`src/udp_gen_params.svh`:
```
`ifndef UDP_GEN_PARAMS_SVH
`define UDP_GEN_PARAMS_SVH

// Frame layout
`define UDP_PAYLOAD_SAMPLES 16
`define UDP_HDR_BYTES       42
`define UDP_FRAME_BYTES     (`UDP_HDR_BYTES + 2 * `UDP_PAYLOAD_SAMPLES)
`define UDP_BEATS           ((`UDP_FRAME_BYTES + 7) / 8)
`define UDP_LAST_KEEP       (8'hFF >> (8 * `UDP_BEATS - `UDP_FRAME_BYTES))

// Fixed header fields
`define UDP_SRC_MAC         48'h001A_2B3C_4D5E
`define UDP_ETHERTYPE       16'h0800
`define UDP_IP_VER_TOS      16'h4500
`define UDP_IP_TOTAL_LEN    16'(28 + 2 * `UDP_PAYLOAD_SAMPLES)
`define UDP_IP_ID           16'h0001
`define UDP_IP_FLAGS        16'h4000
`define UDP_IP_TTL_PROTO    16'hFF11
`define UDP_UDP_LEN         16'(8 + 2 * `UDP_PAYLOAD_SAMPLES)

// Values after reset
`define UDP_RST_DST_MAC     48'hFFFF_FFFF_FFFF
`define UDP_RST_SRC_IP      32'hC0A8_0463
`define UDP_RST_DST_IP      32'hC0A8_0401
`define UDP_RST_PORT        16'd60133
`define UDP_RST_DELAY       32'd10000000

// Register map
`define REG_SENT            6'h00
`define REG_TIMER           6'h04
`define REG_DELAY           6'h08
`define REG_MAC_LO          6'h0C
`define REG_MAC_HI          6'h10
`define REG_SRC_IP          6'h14
`define REG_DST_IP          6'h18
`define REG_SRC_PORT        6'h1C
`define REG_DST_PORT        6'h20

`endif

```
`src/udp_gen_pkg.sv`:
```
package udp_gen_pkg;

    typedef logic [47:0] mac_t;
    typedef logic [31:0] ip_addr_t;
    typedef logic [15:0] port_t;
    typedef logic [15:0] csum_t;

    // Register port
    typedef logic [5:0]  reg_addr_t;
    typedef logic [31:0] reg_data_t;

    // Stream side
    typedef logic [63:0] beat_t;
    typedef logic [7:0]  keep_t;
    typedef logic [7:0]  beat_idx_t;
    typedef logic [31:0] count_t;

    // Programmable header fields
    typedef struct packed {
        mac_t     dst_mac;
        ip_addr_t src_ip;
        ip_addr_t dst_ip;
        port_t    src_port;
        port_t    dst_port;
    } udp_cfg_t;

    // Everything one frame needs, frozen at frame start
    typedef struct packed {
        udp_cfg_t cfg;
        csum_t    ip_csum;
    } frame_hdr_t;

    typedef enum logic {
        TX_IDLE,
        TX_SEND
    } tx_state_t;

    typedef enum logic [1:0] {
        CS_IDLE,
        CS_SUM,
        CS_FOLD
    } csum_state_t;

endpackage

```
`src/udp_cfg_regs.sv`:
```
`timescale 1ns/1ns
`include "udp_gen_params.svh"

module udp_cfg_regs import udp_gen_pkg::*; (
    input  logic      m00_axis_aclk,
    input  logic      s00_axi_aresetn,
    input  logic      reg_req,
    input  logic      reg_we,
    input  reg_addr_t reg_addr,
    input  reg_data_t reg_wdata,
    input  count_t    sent_count,
    input  count_t    timer,
    output logic      reg_ack,
    output reg_data_t reg_rdata,
    output udp_cfg_t  cfg,
    output count_t    delay,
    output logic      hdr_changed
);

    logic      access;
    logic      wr;
    logic      hdr_write;
    reg_data_t mac_lo_stage;   // Low MAC word waiting for the high half
    reg_data_t rd_mux;

    // One access per req, slave idle until req drops
    assign access = reg_req && !reg_ack;
    assign wr     = access && reg_we;

    // Addresses whose write alters the frame header
    always_comb begin
        case (reg_addr)
            `REG_MAC_HI,
            `REG_SRC_IP,
            `REG_DST_IP,
            `REG_SRC_PORT,
            `REG_DST_PORT: hdr_write = 1'b1;
            default:       hdr_write = 1'b0;
        endcase
    end

    always_comb begin
        case (reg_addr)
            `REG_SENT:     rd_mux = sent_count;
            `REG_TIMER:    rd_mux = timer;
            `REG_DELAY:    rd_mux = delay;
            `REG_MAC_LO:   rd_mux = cfg.dst_mac[31:0];   // Active MAC, not the staged word
            `REG_MAC_HI:   rd_mux = {16'h0000, cfg.dst_mac[47:32]};
            `REG_SRC_IP:   rd_mux = cfg.src_ip;
            `REG_DST_IP:   rd_mux = cfg.dst_ip;
            `REG_SRC_PORT: rd_mux = {16'h0000, cfg.src_port};
            `REG_DST_PORT: rd_mux = {16'h0000, cfg.dst_port};
            default:       rd_mux = '0;
        endcase
    end

    always_ff @(posedge m00_axis_aclk or negedge s00_axi_aresetn) begin
        if (!s00_axi_aresetn) begin
            reg_ack      <= 1'b0;
            reg_rdata    <= '0;
            hdr_changed  <= 1'b0;
            mac_lo_stage <= '0;
            delay        <= `UDP_RST_DELAY;
            cfg.dst_mac  <= `UDP_RST_DST_MAC;
            cfg.src_ip   <= `UDP_RST_SRC_IP;
            cfg.dst_ip   <= `UDP_RST_DST_IP;
            cfg.src_port <= `UDP_RST_PORT;
            cfg.dst_port <= `UDP_RST_PORT;
        end else begin
            hdr_changed <= wr && hdr_write;

            // Four-phase handshake
            if (access) begin
                reg_ack   <= 1'b1;
                reg_rdata <= rd_mux;
            end else if (reg_ack && !reg_req) begin
                reg_ack <= 1'b0;
            end

            if (wr) begin
                case (reg_addr)
                    `REG_DELAY:    delay        <= reg_wdata;
                    `REG_MAC_LO:   mac_lo_stage <= reg_wdata;
                    `REG_MAC_HI:   cfg.dst_mac  <= {reg_wdata[15:0], mac_lo_stage};
                    `REG_SRC_IP:   cfg.src_ip   <= reg_wdata;
                    `REG_DST_IP:   cfg.dst_ip   <= reg_wdata;
                    `REG_SRC_PORT: cfg.src_port <= reg_wdata[15:0];
                    `REG_DST_PORT: cfg.dst_port <= reg_wdata[15:0];
                    default: ;   // Read-only and unmapped
                endcase
            end
        end
    end

endmodule

```
`src/ip_checksum.sv`:
```
`timescale 1ns/1ns
`include "udp_gen_params.svh"

module ip_checksum import udp_gen_pkg::*; (
    input  logic     m00_axis_aclk,
    input  logic     s00_axi_aresetn,
    input  udp_cfg_t cfg,
    input  logic     hdr_changed,
    output csum_t    csum,
    output logic     csum_valid
);

    csum_state_t state;
    logic        init_q;     // Requests one sum right after reset
    logic        restart;
    logic [3:0]  word_idx;
    logic [31:0] acc;
    logic [15:0] word;
    logic [16:0] fold1;
    logic [15:0] fold2;

    assign restart = hdr_changed || init_q;

    // The ten IP header words in order
    always_comb begin
        case (word_idx)
            4'd0:    word = `UDP_IP_VER_TOS;
            4'd1:    word = `UDP_IP_TOTAL_LEN;
            4'd2:    word = `UDP_IP_ID;
            4'd3:    word = `UDP_IP_FLAGS;
            4'd4:    word = `UDP_IP_TTL_PROTO;
            4'd6:    word = cfg.src_ip[31:16];
            4'd7:    word = cfg.src_ip[15:0];
            4'd8:    word = cfg.dst_ip[31:16];
            4'd9:    word = cfg.dst_ip[15:0];
            default: word = 16'h0000;   // Word 5 is the checksum itself
        endcase
    end

    // Two end-around carries cover any sum of ten words
    assign fold1 = {1'b0, acc[31:16]} + {1'b0, acc[15:0]};
    assign fold2 = fold1[15:0] + {15'd0, fold1[16]};

    always_ff @(posedge m00_axis_aclk or negedge s00_axi_aresetn) begin
        if (!s00_axi_aresetn) begin
            state      <= CS_IDLE;
            init_q     <= 1'b1;
            word_idx   <= '0;
            acc        <= '0;
            csum       <= '0;
            csum_valid <= 1'b0;
        end else begin
            init_q <= 1'b0;
            if (restart) begin
                state      <= CS_SUM;
                word_idx   <= '0;
                acc        <= '0;
                csum_valid <= 1'b0;
            end else begin
                case (state)
                    CS_SUM: begin
                        acc      <= acc + {16'h0000, word};
                        word_idx <= word_idx + 4'd1;
                        if (word_idx == 4'd9) state <= CS_FOLD;
                    end
                    CS_FOLD: begin
                        csum       <= ~fold2;
                        csum_valid <= 1'b1;
                        state      <= CS_IDLE;
                    end
                    default: state <= CS_IDLE;
                endcase
            end
        end
    end

endmodule

```
`src/frame_builder.sv`:
```
`timescale 1ns/1ns
`include "udp_gen_params.svh"

module frame_builder import udp_gen_pkg::*; (
    input  frame_hdr_t hdr,
    input  beat_idx_t  beat_idx,
    output beat_t      beat
);

    localparam int HDR_BYTES   = `UDP_HDR_BYTES;
    localparam int FRAME_BYTES = `UDP_FRAME_BYTES;

    // Header bytes in wire order, byte 0 in the top slot
    logic [HDR_BYTES-1:0][7:0] hdr_bytes;

    assign hdr_bytes = {
        hdr.cfg.dst_mac,
        `UDP_SRC_MAC,
        `UDP_ETHERTYPE,
        `UDP_IP_VER_TOS,
        `UDP_IP_TOTAL_LEN,
        `UDP_IP_ID,
        `UDP_IP_FLAGS,
        `UDP_IP_TTL_PROTO,
        hdr.ip_csum,
        hdr.cfg.src_ip,
        hdr.cfg.dst_ip,
        hdr.cfg.src_port,
        hdr.cfg.dst_port,
        `UDP_UDP_LEN,
        16'h0000                       // UDP checksum unused
    };

    always_comb begin
        logic [15:0] n;        // Absolute byte number in the frame
        logic [15:0] p;        // Byte number inside the payload
        logic [15:0] pair;     // Index j of the sample pair
        logic [15:0] sample;
        beat = '0;
        for (int lane = 0; lane < 8; lane++) begin
            n      = {8'h00, beat_idx} * 16'd8 + 16'(lane);
            p      = n - 16'(HDR_BYTES);
            pair   = p >> 2;
            // Even samples count up, odd ones count down from 255
            sample = p[1] ? (16'd255 - pair) : pair;
            if (n < 16'(HDR_BYTES)) begin
                beat[8*lane +: 8] = hdr_bytes[16'(HDR_BYTES - 1) - n];
            end else if (n < 16'(FRAME_BYTES)) begin
                beat[8*lane +: 8] = p[0] ? sample[15:8] : sample[7:0];   // Low byte first
            end else begin
                beat[8*lane +: 8] = 8'h00;
            end
        end
    end

endmodule

```
`src/axis_tx_ctrl.sv`:
```
`timescale 1ns/1ns
`include "udp_gen_params.svh"

module axis_tx_ctrl import udp_gen_pkg::*; (
    input  logic       m00_axis_aclk,
    input  logic       s00_axi_aresetn,
    input  count_t     delay,
    input  udp_cfg_t   cfg,
    input  csum_t      csum,
    input  logic       csum_valid,
    input  logic       m00_axis_tready,
    output frame_hdr_t hdr,
    output beat_idx_t  beat_idx,
    output logic       m00_axis_tvalid,
    output keep_t      m00_axis_tkeep,
    output logic       m00_axis_tlast,
    output count_t     sent_count,
    output count_t     timer
);

    localparam beat_idx_t LAST_IDX  = beat_idx_t'(`UDP_BEATS - 1);
    localparam keep_t     LAST_KEEP = keep_t'(`UDP_LAST_KEEP);

    tx_state_t state;
    logic      pending;
    logic      expire;
    logic      start;
    logic      xfer;
    beat_idx_t next_idx;
    udp_cfg_t  cfg_q;   // Lines up with csum, which lags a header write by a cycle

    assign expire   = (timer == delay) && (delay != '0);
    assign start    = pending && (state == TX_IDLE) && csum_valid;
    assign xfer     = m00_axis_tvalid && m00_axis_tready;
    assign next_idx = beat_idx + beat_idx_t'(1);

    // Interval timer and pending request
    always_ff @(posedge m00_axis_aclk or negedge s00_axi_aresetn) begin
        if (!s00_axi_aresetn) begin
            timer   <= '0;
            pending <= 1'b0;
        end else begin
            timer <= expire ? '0 : timer + count_t'(1);
            if (delay == '0) pending <= 1'b0;   // Zero interval halts frames
            else if (expire) pending <= 1'b1;
            else if (start) pending <= 1'b0;
        end
    end

    always_ff @(posedge m00_axis_aclk or negedge s00_axi_aresetn) begin
        if (!s00_axi_aresetn) begin
            state           <= TX_IDLE;
            beat_idx        <= '0;
            m00_axis_tvalid <= 1'b0;
            m00_axis_tkeep  <= '0;
            m00_axis_tlast  <= 1'b0;
            sent_count      <= '0;
        end else begin
            case (state)
                TX_IDLE: if (start) begin
                    state           <= TX_SEND;
                    beat_idx        <= '0;
                    m00_axis_tvalid <= 1'b1;
                    m00_axis_tlast  <= 1'b0;    // Header alone spans several beats
                    m00_axis_tkeep  <= 8'hFF;
                end
                TX_SEND: if (xfer) begin
                    if (m00_axis_tlast) begin
                        state           <= TX_IDLE;
                        m00_axis_tvalid <= 1'b0;
                        m00_axis_tlast  <= 1'b0;
                        m00_axis_tkeep  <= '0;
                        sent_count      <= sent_count + count_t'(1);
                    end else begin
                        beat_idx       <= next_idx;
                        m00_axis_tlast <= (next_idx == LAST_IDX);
                        m00_axis_tkeep <= (next_idx == LAST_IDX) ? LAST_KEEP : 8'hFF;
                    end
                end
                default: state <= TX_IDLE;
            endcase
        end
    end

    // Header snapshot held for the whole frame
    always_ff @(posedge m00_axis_aclk) begin
        cfg_q <= cfg;
        if (start) begin
            hdr.cfg     <= cfg_q;
            hdr.ip_csum <= csum;
        end
    end

endmodule

```
`src/udp_stream_top.sv`:
```
`timescale 1ns/1ns

module udp_stream_top import udp_gen_pkg::*; (
    input  logic      m00_axis_aclk,
    input  logic      s00_axi_aresetn,
    input  logic      reg_req,
    input  logic      reg_we,
    input  reg_addr_t reg_addr,
    input  reg_data_t reg_wdata,
    input  logic      m00_axis_tready,
    output logic      reg_ack,
    output reg_data_t reg_rdata,
    output logic      m00_axis_tvalid,
    output beat_t     m00_axis_tdata,
    output keep_t     m00_axis_tkeep,
    output logic      m00_axis_tlast
);

    udp_cfg_t   cfg;
    count_t     delay;
    logic       hdr_changed;
    csum_t      csum;
    logic       csum_valid;
    frame_hdr_t hdr;
    beat_idx_t  beat_idx;
    count_t     sent_count;
    count_t     timer;

    udp_cfg_regs regs_i (
        .m00_axis_aclk   (m00_axis_aclk),
        .s00_axi_aresetn (s00_axi_aresetn),
        .reg_req         (reg_req),
        .reg_we          (reg_we),
        .reg_addr        (reg_addr),
        .reg_wdata       (reg_wdata),
        .sent_count      (sent_count),
        .timer           (timer),
        .reg_ack         (reg_ack),
        .reg_rdata       (reg_rdata),
        .cfg             (cfg),
        .delay           (delay),
        .hdr_changed     (hdr_changed)
    );

    ip_checksum csum_i (
        .m00_axis_aclk   (m00_axis_aclk),
        .s00_axi_aresetn (s00_axi_aresetn),
        .cfg             (cfg),
        .hdr_changed     (hdr_changed),
        .csum            (csum),
        .csum_valid      (csum_valid)
    );

    axis_tx_ctrl tx_i (
        .m00_axis_aclk   (m00_axis_aclk),
        .s00_axi_aresetn (s00_axi_aresetn),
        .delay           (delay),
        .cfg             (cfg),
        .csum            (csum),
        .csum_valid      (csum_valid),
        .m00_axis_tready (m00_axis_tready),
        .hdr             (hdr),
        .beat_idx        (beat_idx),
        .m00_axis_tvalid (m00_axis_tvalid),
        .m00_axis_tkeep  (m00_axis_tkeep),
        .m00_axis_tlast  (m00_axis_tlast),
        .sent_count      (sent_count),
        .timer           (timer)
    );

    frame_builder build_i (
        .hdr      (hdr),
        .beat_idx (beat_idx),
        .beat     (m00_axis_tdata)
    );

endmodule

```
`config.mk`:
```
export PLATFORM = sky130hd
export DESIGN_NAME = udp_stream_top
export DESIGN_NICKNAME = d
export VERILOG_FILES = /design/src/udp_gen_pkg.sv /design/src/udp_cfg_regs.sv /design/src/ip_checksum.sv /design/src/frame_builder.sv /design/src/axis_tx_ctrl.sv /design/src/udp_stream_top.sv
export VERILOG_INCLUDE_DIRS = /design/src /design/src/src
export SDC_FILE = /design/constraint.sdc
export NUM_CORES = 1
export LEC_CHECK = 0
export BUFFER_PORTS_ARGS = -buffer_cell sky130_fd_sc_hd__buf_2
export CAP_MARGIN = 20
export CORE_MARGIN = 1.5
export CORE_UTILIZATION = 30
export DETAILED_ROUTE_END_ITERATION = 8
export SLEW_MARGIN = 0
export SYNTH_ARGS = -nofsm -noshare
export SYNTH_HDL_FRONTEND = slang
export SYNTH_HIERARCHICAL = 1
export SYNTH_SLANG_ARGS = --single-unit
```
`constraint.sdc`:
```
create_clock -name m00_axis_aclk -period 6.75 [get_ports m00_axis_aclk]
set_input_delay 0.3375 -clock m00_axis_aclk [delete_from_list [all_inputs] [get_ports m00_axis_aclk]]
set_output_delay 0.3375 -clock m00_axis_aclk [all_outputs]
set_load 0.05 [all_outputs]
```
-- Word-level counts from Yosys, hierarchy flattened
Index checks and enable logic that the tools add are counted.
- bitwise gates (word level): 3
- magnitude comparators: 24
- add/subtract/negate cells: 38
- reduce and logical (&&, ||, !) cells: 32
- eq/ne operators: 25
- muxes and demuxes: 86
- operators with widths (operator ; number):
    $bmux 8 s6 ; 8
    $mux 8 ; 39
    $pmux 32 s9 ; 1
    $lt 16x7->1 const B ; 15
    $pmux 16 s9 ; 1
    $mux 16 ; 8
    $sub 8x14->15 const A ; 8
    $lt 16x6->1 const B ; 7
    $sub 16x6->16 const B ; 7
    $sub 6x16->16 const A ; 7
    $mux 32 ; 3
    $add 32x1->32 const B ; 2
    $add 11x3->12 const B ; 4
    $add 32x16->32 ; 1
    $eq 32x32->1 ; 1
    $logic_not 32->1 ; 1
    $pmux 8 s2 ; 2
    $reduce_bool 32->1 ; 1
    $add 11x2->12 const B ; 2
    $eq 6x5->1 const B ; 4
    $reduce_and 2->1 ; 9
    $add 16x16->17 ; 1
    $add 16x1->16 ; 1
    $mux 1 ; 16
    other kinds (34) ; 59
- bits in registers: 686
- input bits: 43
- output and inout port bits: 107
- logic and storage cells: 243

-- Logic depth before layout (Yosys ltp)
- word-level depth: 7
- gate-level depth with buffers: 20
- depth with buffers taken out: 17

-- Hierarchy
The synthesis kept the hierarchy.
- modules (own cells, without submodules) (module ; instances ; area each (µm²) ; seq. area each (µm²) ; cells an instance):
    axis_tx_ctrl ; 1 ; 12027.8 ; 9639.2 ; 733
    udp_cfg_regs ; 1 ; 11029.3 ; 6172.2 ; 787
    ip_checksum ; 1 ; 4649.5 ; 1402.6 ; 556
    frame_builder ; 1 ; 2055.7 ; 0.0 ; 348

-- Least setup slack after synthesis
Ideal clock, no wire load.
- path type: flip-flop to flip-flop
- start: reg tx_i.state
- end: reg tx_i.beat_idx[2]
- arrival: 4.848 ns
- data required time: 6.617 ns
- setup slack: 1.769 ns
- buffers on the path: 1
- library setup time: 0.133 ns
- cell stages (with the launch flop): 7
- clock period less this slack: 4.981 ns
- path through: dfrtp_1 > or2_2 > clkbuf_1 > inv_1 > nor2_1 > o21ai_0 > o31ai_1
- longest elaborated chain between the ends: 5
- elaborated cells between the ends (all ways): 8
- those cells by class: 3 x eq/ne; 1 x mux; 1 x bitwise; 3 x reduce/logical
- RTL lines (element ; RTL line ; source):
    start: declaration ; axis_tx_ctrl.sv:24 ; tx_state_t state;
    start signal: assignment ; axis_tx_ctrl.sv:52 ; state <= TX_IDLE;
    start signal: assignment ; axis_tx_ctrl.sv:61 ; state <= TX_SEND;
    start signal: assignment ; axis_tx_ctrl.sv:69 ; state <= TX_IDLE;
    $not 1->1 ; axis_tx_ctrl.sv:33 ; assign start = pending && (state == TX_IDLE) && csum_valid;
    $logic_and 1x1->1 (2 in series) ; axis_tx_ctrl.sv:33 ;
    named net tx_i.start ; axis_tx_ctrl.sv:27 ; logic start;
    $ne 2x1->1 (no source line) ; n/a ;
    $reduce_and 3->1 (no source line) ; n/a ;
    end signal: assignment ; axis_tx_ctrl.sv:75 ; beat_idx <= next_idx;
    end: declaration ; axis_tx_ctrl.sv:13 ; output beat_idx_t beat_idx,
The timed path passes the listed nets, and every way through them passes these cells.
A chain may end at the register's enable or synchronous reset.

-- Final worst setup path
- start: reg tx_i.beat_idx[1]
- end: out m00_axis_tdata[61]
- longest elaborated chain between the ends: 7
- elaborated cells between the ends (all ways): 12
- those cells by class: 4 x add/sub; 2 x order compare; 6 x mux
- RTL lines (element ; RTL line ; source):
    $add 11x3->12 * ; frame_builder.sv:41 ; n = {8'h00, beat_idx} * 16'd8 + 16'(lane);
    $sub 16x6->16 ; frame_builder.sv:42 ; p = n - 16'(HDR_BYTES);
    $sub 8x14->15 ; frame_builder.sv:45 ; sample = p[1] ? (16'd255 - pair) : pair;
    $mux 16 ; frame_builder.sv:45 ;
    $mux 8 ; frame_builder.sv:49 ; beat[8*lane +: 8] = p[0] ? sample[15:8] : sample[7:0];
    $mux 8 ; frame_builder.sv:48 ; end else if (n < 16'(FRAME_BYTES)) begin
    $mux 8 * ; frame_builder.sv:46 ; if (n < 16'(HDR_BYTES)) begin
    end: declaration ; udp_stream_top.sv:14 ; output beat_t m00_axis_tdata,
Every way passes the cells marked *; elsewhere a longest branch is shown, timed or not. The select of a mux whose other input is x is not followed.

==> flow_summary.ini <==
[status]
status = finished clean

[synthesis]
syn_area_per_cell_sq_um = 12.3
synth-edff-count = 160
ys_async_sr_fraction_pct = 55.3
synthCells = 2424
synth.net_count = 2523
synth.distinct_cells = 102
ys_seq_elements = 680
synthFlopType = dfrtp_1
netlist_area_sq_um = 29800
ys_warn_count = 6
seq_area_frac_synth_pct = 57.8

[cts]
root_buffer = clkbuf_16
clock_sinks = 680
path_clk_slew_ns = 0.06
cts_buffers = 74
cts_tree = done
cts_buffer_depth = 3
clk-insertion-delay-late_ns = 0.63
cts_resized = 0
htreeDepth = 3

[detailed_routing]
first_pass_iters = 5
routed_via_density = 5.26
drc = 0
num_vias = 20535
drt-total-wl_um = 96600
drt_iter0_drc = 2122
wl_per_cell_um = 24.7
ant_nets = 0

[placement]
placed_cells = 3756
numPortBuffers = 149
place_area_sq_um = 31700
dp_hpwl_um = 70800
globalplace.congestion = 0.931
dp_slack_ns = 2.10

[cells_and_area]
finish.utilization_pct = 35.0
final_cells = 3904
area_growth_pct = 15.5
drive_above_1_share_pct = 25.8
final_area_sq_um = 34400
nNetsFinal = 2649

[flow_run]
max-cap-violations = 0

[floorplanning]
rows = 115
initial_core_util_pct = 30.3
core-area_sq_um = 98300
die_area_sq_um = 101000
die_h_um = 318
ios = 150
die_w_um = 318

[timing]
maxSlewViolCount = 0
maxClockFrequency_ghz = 0.190
finalHoldViolCount = 0
skew_ns = 0.0178
setup_viol = 0
rsz0062_at_grt = no
finalCriticalPeriod_ns = 5.25
period_share_pct = 77.8
slew_headroom_pct = 26.1
fin_ws_ns = 1.50
fin_tns_setup_ns = 0
worst_slew_pin_slew_ns = 1.10

[setup_path]
cp_slowest_cell = or4_1
cp.required_ns = 6.41
arrival_ns = 4.92
crit_buf_inv = 3
crit_type = reg -> out
cp_slowest_stage_delay_ns = 0.86
cpLargestDelayFamily = buffers and inverters
endpoint_kind = output pin
critical_path.max_fanout = 26
start_kind = flip-flop
crit_chain = clkinv_1 -> ha_1 -> xor2_2 -> buf_4 -> or4_1 -> o21ai_0 -> buf_2

[power_and_ir_drop]
p_per_area_nw_per_um2 = 406
p_seq_share_pct = 34.8
switching_share_pct = 41.2
peakVddDrop_mv = 0.393
leakage_nw = 14.7
p_sw_mw = 5.74
cell_internal_pwr_mw = 8.19
power_frac_clock_pct = 30.5
pwr-share-comb_pct = 34.8

[global_route]
grt_max_degree = 148
antenna_found_initial = 21
grt_pass1_vias = 20038
grt_pass1_wl_um = 141000
grt_overflow = 0
track_usage_pct = 18.9

[worst_hold_path]
hold_path.class = in -> reg
## cell usage in the layout, fill, tap and decap left out, types with 68 or more instances in the layout
| master | n |
|---|---|
| buf_2 | 148 |
| a21oi_1 | 110 |
| dfstp_2 | 94 |
| edfxtp_1 | 160 |
| dfxtp_1 | 144 |
| nor2_1 | 143 |
| dfrtp_1 | 282 |
| xor2_1 | 71 |
| o21ai_0 | 84 |
| nand2_1 | 190 |
| mux2_2 | 203 |
| xnor2_1 | 68 |
| nand3_1 | 68 |
| clkbuf_16 | 75 |
## worst paths after layout
check                           slack [ns]                 endpoint  depth (start not counted)               start
worst max-delay path                  1.50       m00_axis_tdata[61]                          7    tx_i/beat_idx[1]
min in group asynchronous             0.36      tx_i/sent_count[20]                          2     s00_axi_aresetn
worst max register to register        2.08           csum_i/acc[20]                         16  csum_i/word_idx[3]
worst min-delay path                  0.04  regs_i/mac_lo_stage[20]                          2       reg_wdata[20]
worst min register to register        0.39            tx_i/hdr[101]                          0      tx_i/cfg_q[85]
max in group asynchronous             5.07          csum_i/csum[14]                          3     s00_axi_aresetn
## kinds of logic (layout without fill, tap and decap cells)
family / count (synthesis) / in the layout / synth area share [%]
flops: 680 / 680 / 57.8
simple gates: 656 / 656 / 11.7
compound gates: 436 / 436 / 9.95
mux: 276 / 276 / 10.9
buf+inv: 176 / 364 / 2.93
xor+xnor: 143 / 143 / 4.28
fa+ha+maj: 56 / 56 / 2.40
other cells: 1 / 6 / 0.0126
## area by class of cell
type / instances / area, sq um
antenna: 5 / 12.5
sequential: 680 / 17200
inverter: 42 / 163
clock buffer: 98 / 2100
timing repair buffer: 184 / 1060
multi-input combinational: 1568 / 11700
tap: 1287 / 1610
clock inverter: 40 / 470
fill: 9618 / 63900
## state kept, by name, summed over array words and instances (netlist names)
register	count
regs_i/mac_lo_stage	32
csum_i/csum	16
regs_i/cfg	144
csum_i/init_q	1
csum_i/acc	32
tx_i/cfg_q	144
tx_i/timer	32
regs_i/reg_rdata	32
tx_i/hdr	160
tx_i/m00_axis_tvalid	1
regs_i/reg_ack	1
tx_i/pending	1
csum_i/word_idx	4
tx_i/sent_count	32
csum_i/csum_valid	1
regs_i/delay	32
tx_i/state	1
tx_i/m00_axis_tkeep	2
regs_i/hdr_changed	1
tx_i/beat_idx	8
csum_i/state	2
tx_i/m00_axis_tlast	1
## metal layers
metal | up-vias | part of all wire (%) | GRT usage [%]
li1 | 9136 | - | -
met1 | 10444 | 46 | 27.4
met2 | 793 | 43 | 28.1
met3 | 148 | 8.0 | 4.29
met4 | 14 | 2.7 | 5.40
met5 | - | 0.087 | 0
## through the flow
| step | hold WS, ns | power, mW |
|---|---|---|
| 3_3_place_gp | 0.383 | 9.69 |
| 2_1_floorplan | 0.0419 | 8.15 |
| 3_5_place_dp | 0.381 | 9.71 |
| 4_1_cts | 0.00793 | 14.0 |
| 6_report | 0.0441 | 13.9 |
| 5_1_grt | 0.0314 | 14.5 |
## synthesized netlist by cell type, types with 39 or more instances
cell type	count	area [sq um]
clkbuf_1	70	263
inv_1	39	146
a21oi_1	110	551
nand2_1	190	713
dfxtp_1	144	2880
nor2_1	144	541
and3_1	46	288
dfrtp_1	282	7060
xor2_1	72	631
dfstp_2	94	2470
ha_1	54	676
edfxtp_1	160	4800
o21ai_0	84	420
xnor2_1	69	604
mux2_2	203	2290
nand3_1	69	345
## power groups by stage
stage	Combinational, mW	Clock, mW	Sequential (mW)
6_report	4.85	4.25	4.84
4_1_cts	4.82	4.31	4.84
3_5_place_dp	4.80	0	4.91
5_1_grt	5.10	4.48	4.87
2_1_floorplan	3.37	0	4.79
3_3_place_gp	4.78	0	4.91
## repair_timing
action | 4_1_cts | 5_1_grt
buffers inserted | 0 | 0
hold buffers | 5 | 0
hold endpoints to repair | 96 | 0
## worst reg2reg max path: cells and delay by family, from the launching register on
family,cells,cell delay [ns]
compound gates,10,2.15
simple gates,3,1.28
fa+ha+maj,2,0.58
flops,1,0.50
buf+inv,1,0.06
Power figures use the tool's default switching activity.
